File: config.mk
export PLATFORM = sky130hd
export DESIGN_NAME = mesh_router
export DESIGN_NICKNAME = d
export VERILOG_FILES = /design/src/hdl/pod_pkg.sv /design/src/hdl/credit_fifo.sv /design/src/hdl/mesh_router.sv
export SDC_FILE = /design/constraint.sdc
export NUM_CORES = 1
export LEC_CHECK = 0
export BUFFER_PORTS_ARGS = -buffer_cell sky130_fd_sc_hd__clkbuf_2
export CORE_MARGIN = 2
export CORE_UTILIZATION = 50
export DETAILED_ROUTE_END_ITERATION = 12
export HOLD_SLACK_MARGIN = 0.08
export PLACE_DENSITY = 0.69
export SETUP_SLACK_MARGIN = 0.02
export SLEW_MARGIN = 15
export SYNTH_ARGS = -nofsm -noshare
export SYNTH_HDL_FRONTEND = slang
export SYNTH_HIERARCHICAL = 1
export SYNTH_SLANG_ARGS = --single-unit
File: constraint.sdc
create_clock -name clk_i -period 14.4 [get_ports clk_i]
set_input_delay 2.88 -clock clk_i [delete_from_list [all_inputs] [get_ports clk_i]]
set_output_delay 2.88 -clock clk_i [all_outputs]
set_load 0.01 [all_outputs]
File: src/hdl/pod_pkg.sv
// pod shared definitions
`default_nettype none

package pod_pkg;

  // compute mesh size
  localparam int NUM_TILES_X = 2;
  localparam int NUM_TILES_Y = 2;

  localparam int X_CORD_WIDTH = 2;
  localparam int Y_CORD_WIDTH = 2;

  // cache rows sit outside the compute rows 1 and 2
  localparam logic [Y_CORD_WIDTH-1:0] Y_NORTH_VC = 2'd0;
  localparam logic [Y_CORD_WIDTH-1:0] Y_SOUTH_VC = 2'd3;

  // x codes of the pod edge ports
  localparam logic [X_CORD_WIDTH-1:0] X_EDGE_WEST = 2'd2;
  localparam logic [X_CORD_WIDTH-1:0] X_EDGE_EAST = 2'd3;

  localparam int ADDR_WIDTH = 4;
  localparam int DATA_WIDTH = 16;
  localparam int VC_WORDS   = 16;

  // link buffering and credits
  localparam int FIFO_DEPTH     = 4;
  localparam int FIFO_PTR_WIDTH = 2;
  localparam int CREDIT_WIDTH   = 3;

  typedef enum logic [1:0] {
    OP_STORE = 2'd0,
    OP_LOAD  = 2'd1,
    OP_REPLY = 2'd2
  } op_e;

  // router port index
  typedef enum logic [1:0] {
    DIR_N = 2'd0,
    DIR_S = 2'd1,
    DIR_E = 2'd2,
    DIR_W = 2'd3
  } dir_e;

  typedef struct packed {
    op_e                     op;
    logic [X_CORD_WIDTH-1:0] dest_x;
    logic [Y_CORD_WIDTH-1:0] dest_y;
    logic [X_CORD_WIDTH-1:0] src_x;
    logic [Y_CORD_WIDTH-1:0] src_y;
    logic [ADDR_WIDTH-1:0]   addr;
    logic [DATA_WIDTH-1:0]   data;
  } packet_t;

endpackage

`default_nettype wire

File: src/hdl/credit_fifo.sv
// link input buffer
`timescale 1ns/10ps
`default_nettype none

module credit_fifo (
  input  logic             clk_i,
  input  logic             rst_n_i,
  input  logic             valid_i,
  input  pod_pkg::packet_t data_i,
  input  logic             deq_i,
  output logic             valid_o,
  output pod_pkg::packet_t data_o,
  output logic             credit_o
);
  import pod_pkg::*;

  packet_t                   mem_q [FIFO_DEPTH];
  logic [FIFO_PTR_WIDTH-1:0] wr_ptr_q;
  logic [FIFO_PTR_WIDTH-1:0] rd_ptr_q;
  logic [FIFO_PTR_WIDTH:0]   count_q;
  logic                      push;
  logic                      pop;

  // sender only pushes with a credit in hand, so no full check
  assign push = valid_i;
  assign pop  = deq_i && (count_q != '0);

  always_ff @(posedge clk_i or negedge rst_n_i) begin
    if (!rst_n_i) begin
      wr_ptr_q <= '0;
      rd_ptr_q <= '0;
      count_q  <= '0;
      credit_o <= 1'b0;
    end else begin
      if (push) begin
        wr_ptr_q <= wr_ptr_q + 1'b1;
      end
      if (pop) begin
        rd_ptr_q <= rd_ptr_q + 1'b1;
      end
      count_q  <= count_q + push - pop;
      // one credit back per removed entry
      credit_o <= pop;
    end
  end

  always_ff @(posedge clk_i) begin
    if (push) begin
      mem_q[wr_ptr_q] <= data_i;
    end
  end

  assign valid_o = (count_q != '0);
  assign data_o  = mem_q[rd_ptr_q];

endmodule

`default_nettype wire

File: src/hdl/mesh_router.sv
// xy mesh router
`timescale 1ns/10ps
`default_nettype none

module mesh_router #(
  parameter logic [pod_pkg::X_CORD_WIDTH-1:0] TILE_X = 2'd0,
  parameter logic [pod_pkg::Y_CORD_WIDTH-1:0] TILE_Y = 2'd1
) (
  input  logic                   clk_i,
  input  logic                   rst_n_i,
  input  logic             [3:0] valid_i,
  input  pod_pkg::packet_t [3:0] data_i,
  output logic             [3:0] credit_o,
  output logic             [3:0] valid_o,
  output pod_pkg::packet_t [3:0] data_o,
  input  logic             [3:0] credit_i
);
  import pod_pkg::*;

  logic    [3:0]      head_valid;
  packet_t [3:0]      head_data;
  dir_e               head_dir [4];
  logic    [3:0]      deq;
  // indexed [output][input]
  logic    [3:0][3:0] req;
  logic    [3:0][3:0] gnt;

  // x first, then y
  function automatic dir_e route_dir(packet_t pkt);
    dir_e dir;
    if ((pkt.dest_x == X_EDGE_WEST || pkt.dest_x == X_EDGE_EAST) &&
        pkt.dest_y != TILE_Y) begin
      // edge packets must reach their row before they leave sideways
      dir = (pkt.dest_y < TILE_Y) ? DIR_N : DIR_S;
    end else if (pkt.dest_x == X_EDGE_WEST) begin
      dir = DIR_W;
    end else if (pkt.dest_x == X_EDGE_EAST) begin
      dir = DIR_E;
    end else if (pkt.dest_x > TILE_X) begin
      dir = DIR_E;
    end else if (pkt.dest_x < TILE_X) begin
      dir = DIR_W;
    end else if (pkt.dest_y < TILE_Y) begin
      dir = DIR_N;
    end else begin
      // own column, cache rows lie beyond the mesh
      dir = DIR_S;
    end
    return dir;
  endfunction

  // first requester at or after the pointer
  function automatic logic [1:0] rr_pick(logic [3:0] req_v, logic [1:0] ptr);
    logic [1:0] idx;
    logic [1:0] pick;
    logic       found;
    pick  = ptr;
    found = 1'b0;
    for (int k = 0; k < 4; k++) begin
      idx = ptr + 2'(k);
      if (!found && req_v[idx]) begin
        pick  = idx;
        found = 1'b1;
      end
    end
    return pick;
  endfunction

  for (genvar i = 0; i < 4; i++) begin : g_in
    credit_fifo in_fifo (
      .clk_i   (clk_i),
      .rst_n_i (rst_n_i),
      .valid_i (valid_i[i]),
      .data_i  (data_i[i]),
      .deq_i   (deq[i]),
      .valid_o (head_valid[i]),
      .data_o  (head_data[i]),
      .credit_o(credit_o[i])
    );

    assign head_dir[i] = route_dir(head_data[i]);

    for (genvar o = 0; o < 4; o++) begin : g_req
      assign req[o][i] = head_valid[i] && (head_dir[i] == dir_e'(o));
    end

    // each head asks for one output only
    assign deq[i] = gnt[0][i] | gnt[1][i] | gnt[2][i] | gnt[3][i];
  end

  for (genvar o = 0; o < 4; o++) begin : g_out
    dir_e                    rr_q;
    logic [1:0]              pick;
    logic                    fire;
    logic [CREDIT_WIDTH-1:0] credit_q;
    logic                    valid_q;
    packet_t                 data_q;

    assign pick   = rr_pick(req[o], rr_q);
    assign fire   = (|req[o]) && (credit_q != '0);
    assign gnt[o] = fire ? (4'b0001 << pick) : 4'b0000;

    always_ff @(posedge clk_i or negedge rst_n_i) begin
      if (!rst_n_i) begin
        rr_q     <= DIR_N;
        credit_q <= CREDIT_WIDTH'(FIFO_DEPTH);
        valid_q  <= 1'b0;
      end else begin
        valid_q  <= fire;
        // spend on send, regain on each returned pulse
        credit_q <= credit_q - fire + credit_i[o];
        if (fire) begin
          rr_q <= dir_e'(pick + 2'd1);
        end
      end
    end

    always_ff @(posedge clk_i) begin
      if (fire) begin
        data_q <= head_data[pick];
      end
    end

    assign valid_o[o] = valid_q;
    assign data_o[o]  = data_q;
  end

endmodule

`default_nettype wire

# == Word level (Yosys, flattened, before mapping) ==
# Memory sizes are Yosys's and may differ from the RTL's.
# Cells that the tools add are included.
# op_classes
shift,4
n_bitwise,12
eq_ne,24
addsub,40
n_div,0
order_cmp,32
n_mul,0
muxes,100
reduce_logical,72
# ops
operator,count
$bmux 30 s2,4
$mux 30,4
$mux 2,32
$lt 2x3->1 const B,20
$logic_and 1x1->1,40
$mux 1,40
$add 2x1->2 const B,16
$bmux 1 s2,16
$eq 2x2->1 const B,16
$add 3x1->3,8
$reduce_bool 3->1,8
$sub 3x1->3,8
$add 2x2->2 const B,8
$lt 2x1->1 const B,8
$mux 4,4
$reduce_or 4->1,4
$shl 1x2->4 const A,4
$logic_not 1->1,12
$or 1x1->1,12
$eq 2x1->1 const B,4
$gt 2x1->1 const B,4
$logic_not 2->1,4
$ne 2x1->1 const B,4
$logic_or 1x1->1,4
# word_totals
n_memories,4
out_inout_bits,128
rom_bits,0
in_bits,130
regBits,176
latchBits,0
word_cells,344
mem_bits_rw,480
# mem_list
memory,depth,word_bits,rd,rd_ports_with_merged_regs,wr,line_no,text
g_in[0].in_fifo.mem_q,4,30,1,0,1,credit_fifo.sv:17,packet_t mem_q [FIFO_DEPTH];
g_in[1].in_fifo.mem_q,4,30,1,0,1,credit_fifo.sv:17,
g_in[2].in_fifo.mem_q,4,30,1,0,1,credit_fifo.sv:17,
g_in[3].in_fifo.mem_q,4,30,1,0,1,credit_fifo.sv:17,

# == Longest topological paths before layout ==
# An unclocked memory read counts as a cell.
# depth
depth_word,29
mapped_depth,22
mapped_depth_nobuf,17

# == By module ==
# Netlist, hierarchy kept.
# modules_own_cells
mod,seq_area_each_um2,cells_per_inst,area_per_inst_um2,n_inst
credit_fifo,3803.6,192,4792.1,4
mesh_router,4209.0,674,9298.9,1

# == Worst setup path after synthesis ==
# No wires, ideal clock.
# synth_timing
path_type,flip-flop to flip-flop
start,reg g_in[3].in_fifo.rd_ptr_q[0]
end,reg g_in[2].in_fifo.count_q[2]
setup_time_ns,0.123
path_stages_with_launch,17
path_slack_ns,8.782
t_arrival_ns,5.495
n_path_buf,3
period_less_slack_ns,5.618
required_time_ns,14.277
path_cell_list,dfrtp_1 -> buf_6 -> buf_12 -> mux4_2 -> buf_6 -> nand2b_1 -> a211o_1 -> a41oi_1 -> or3b_2 -> o211ai_1 -> o31a_1 -> ha_1 -> inv_1 -> ha_1 -> fa_1 -> xnor2_1 -> xnor2_1
# synth_lines
element,line_no,text
start: declaration,credit_fifo.sv:19,logic [FIFO_PTR_WIDTH-1:0] rd_ptr_q;
start signal: assignment,credit_fifo.sv:39,rd_ptr_q <= rd_ptr_q + 1'b1;
end signal: assignment,credit_fifo.sv:41,count_q <= count_q + push - pop;
end: declaration,credit_fifo.sv:20,logic [FIFO_PTR_WIDTH:0] count_q;

==> out/qor.txt <==
GLOBAL ROUTE
------------------------------------------------------------------------------------------------------
Met1 Resource Use GR                                                                             0.312
Initial antenna violation count                                                                      9
Global routing usage on met3                                                                    0.0522
Via count of the first global-routing pass                                                       15222
Overall fraction of global-route tracks in use                                                   0.237
Global-route wire length before repair                                                       101000 um
Total congestion overflow                                                                            0
GRT busiest layer                                                                                 met2
Met2 layer usage reported by global route                                                        0.386
Pin count of the biggest net entering global routing                                                57

SETUP PATH
------------------------------------------------------------------------------------------------------
Most frequent cell on the critical path                                                           ha_1
Cells traversed along the worst timing path                                               buf_4, mux4_2, nand2b_1, a21oi_1, a21oi_1, o21ai_4, buf_4, inv_1, ha_1, a22oi_1, o221ai_1, o31a_1, ha_1, inv_1, ha_1, fa_1, xnor2_1, xnor2_1
Startpoint kind of the worst setup timing path                                                    flop
Required time of the worst setup path                                                         14940 ps
Biggest fanout along the worst timing path                                                          41
Slowest stage delay, CP                                                                         770 ps
Slack of the worst reg-to-reg path                                                             8230 ps
Sum of buffers and inverters on the critical path                                                    4
Max stage delay cell, worst path                                                               o21ai_4
Endpoint class of the critical path                                                               flop
Kind of cell adding the most delay to the critical path                                   compound AO/OA/AOI/OAI gates
Type of the setup path with the least slack                                                    reg2reg
Critical Path AT                                                                               6710 ps

CTS
------------------------------------------------------------------------------------------------------
Post-CTS setup repair buffer count                                                                   0
Hold bufs inserted after CTS                                                                         0
Number of H-tree levels                                                                              3
Clock sinks                                                                                        656
CTS Buffer Depth                                                                                     3
Clock transition at the register clock pins on the worst setup and hold paths after CTS          60 ps
CTS tree                                                                                           yes
Number of gates given a new drive strength after cts                                                 0
Total CTS buffers                                                                                   69
Clock Tree Root                                                                              clkbuf_16
Clock latency on the worst-skew pair                                                            630 ps

LAYOUT
------------------------------------------------------------------------------------------------------
Final Instance Count excl. Fillers                                                                2536
Share of cells above drive strength 1                                                            0.313
Commonest cells after routing, fill and taps aside                                        600 x edfxtp_1, 270 x mux2i_1, 257 x clkbuf_2
Area growth, synth to finish                                                                     14.3%
NumNets Final                                                                                     1900
Post-Route Utilization                                                                           0.577
Most common cell after layout, fill and taps aside                                            edfxtp_1

FLOORPLANNING
------------------------------------------------------------------------------------------------------
Starting density of the core                                                                     0.505
Die width                                                                                       243 um
IO Count                                                                                           258
Floorplan row count                                                                                 87
Core box area                                                                             0.0564 sq mm
Die area                                                                                  0.0589 sq mm
Vert. Die Dim                                                                                   243 um

STA
------------------------------------------------------------------------------------------------------
Final period demand of the worst path                                                          6170 ps
Setup total negative slack                                                                        0 ps
Relative max-transition margin                                                                   0.232
Transition time of the tightest slew-check pin                                                 1150 ps
Max Clock Skew                                                                                 35.1 ps
Setup repair after global routing missed its margin                                              false
Achievable Freq                                                                              0.162 GHz
Min Hold Slack                                                                                  541 ps
Max-slew violation count                                                                             0
Hold Violations, Final                                                                               0
Setup violation total in the final timing report                                                     0
Post-route clock period utilization                                                              0.428

HOLD PATH
------------------------------------------------------------------------------------------------------
HP Class                                                                                       reg2reg

DRT
------------------------------------------------------------------------------------------------------
Residual DRC                                                                                         0
Antenna Violating Nets Remaining                                                                     0
Via-to-Cell Ratio                                                                                 5.79
Initial DRC Count                                                                                 1263
Total detailed-routing wirelength                                                             68800 um
Routed wire length per instance                                                                27.1 um
Total via count in the routed design                                                             14674
DR pass1 iterations                                                                                  5

RUN
------------------------------------------------------------------------------------------------------
Max-cap check violation count                                                                        0

PLACEMENT
------------------------------------------------------------------------------------------------------
Placed cells                                                                                      2407
DP HPWL                                                                                       48200 um
Port buffer count                                                                                  257
Gpl congestion                                                                                   0.847

SYNTHESIS
------------------------------------------------------------------------------------------------------
Sequential cell area fraction in the yosys report                                                0.682
Warnings, synthesis                                                                                  6
Share of async-settable or async-resettable flops after synthesis                               0.0854
Synthesized Nets                                                                                  1620
Gate count after technology mapping                                                               1442
FF+latch count, synth                                                                              656
Cell area after synthesis                                                                 0.0285 sq mm
Count of distinct cell types in the synthesized netlist                                             61
Most used DFF post-synth                                                                      edfxtp_1
Number of enable flip-flop cells after synthesis                                                   600
Avg Inst Size Synth                                                                         19.7 sq um

STATUS
------------------------------------------------------------------------------------------------------
Outcome                                                                                   finished, final reports clean

[cells in the mapped netlist (all sizes together) (8+ instances only)]
cell type	n	share of area
edfxtp	600	0.63
mux2i	270	0.095
mux4	150	0.12
buf	73	0.026
inv	55	0.0073
dfrtp	52	0.046
ha	40	0.018
xnor2	21	0.0065
nand2	18	0.0024
and2	17	0.0037
nand2b	10	0.0022
a21oi	8	0.0014
fa	8	0.0056
nor3	8	0.0016
o21ai	8	0.0014
xor2	8	0.0025
[cell type report]
cell class,instances,area (sq um)
timing repair buffer,286,1500
tap,756,946
antenna,2,5.00
fill,4255,23900
clock buffer,82,1800
sequential,656,19400
inverter,55,206
clock inverter,45,453
multi-input combinational,654,8200
[metrics by stage]
stage / cell area (sq um) / worst slack, ps
5_1_grt: 32500 / 7740
4_1_cts: 32500 / 8120
2_1_floorplan: 28500 / 8780
3_3_place_gp: 30300 / 8340
6_report: 32500 / 8230
3_5_place_dp: 30300 / 8150
[flip-flops by register name (all words and copies together), names as in the netlist]
| name | cells |
|---|---|
| g_in.in_fifo/count_q | 12 |
| data_o | 120 |
| g_out.credit_q | 12 |
| g_out.rr_q | 8 |
| g_in.in_fifo/credit_o | 4 |
| g_in.in_fifo/mem_q | 480 |
| g_in.in_fifo/rd_ptr_q | 8 |
| g_in.in_fifo/wr_ptr_q | 8 |
| g_out.valid_q | 4 |
[cells by family (layout without fill, tap and decap cells)]
group | count (synthesis) | after routing | synth area share
adders and majority gates | 48 | 48 | 0.0232
other | 0 | 2 | 0
buffers and inverters | 132 | 468 | 0.0338
DFF | 656 | 656 | 0.682
and+or+nand+nor | 84 | 84 | 0.0164
xor gates and xnor gates | 29 | 29 | 0.00892
muxes | 422 | 422 | 0.216
AOI/OAI and AO/OA | 71 | 71 | 0.0191
[metal layers]
layer,share of wire,vias up,routed length [um]
li1,-,6414,-
met1,0.40,7605,27500
met2,0.49,500,34000
met3,0.063,143,4310
met4,0.042,12,2920
met5,0.0011,-,79
[final timing paths]
path	startpoint	end	depth (start not counted)
worst max-delay path	g_in[3].in_fifo/rd_ptr_q[0]	g_in[0].in_fifo/count_q[2]	18
worst min-delay path	g_out[1].rr_q[0]	g_out[1].rr_q[0]	1
worst max register to register	g_in[3].in_fifo/rd_ptr_q[0]	g_in[0].in_fifo/count_q[2]	18
worst min register to register	g_out[1].rr_q[0]	g_out[1].rr_q[0]	1
max in group asynchronous	rst_n_i	g_in[1].in_fifo/rd_ptr_q[0]	2
min in group asynchronous	rst_n_i	g_out[1].valid_q	2
Power is left out: the tool's default activity adds up to more than one toggle a clock period on the data nets, which glitch-free logic cannot reach.
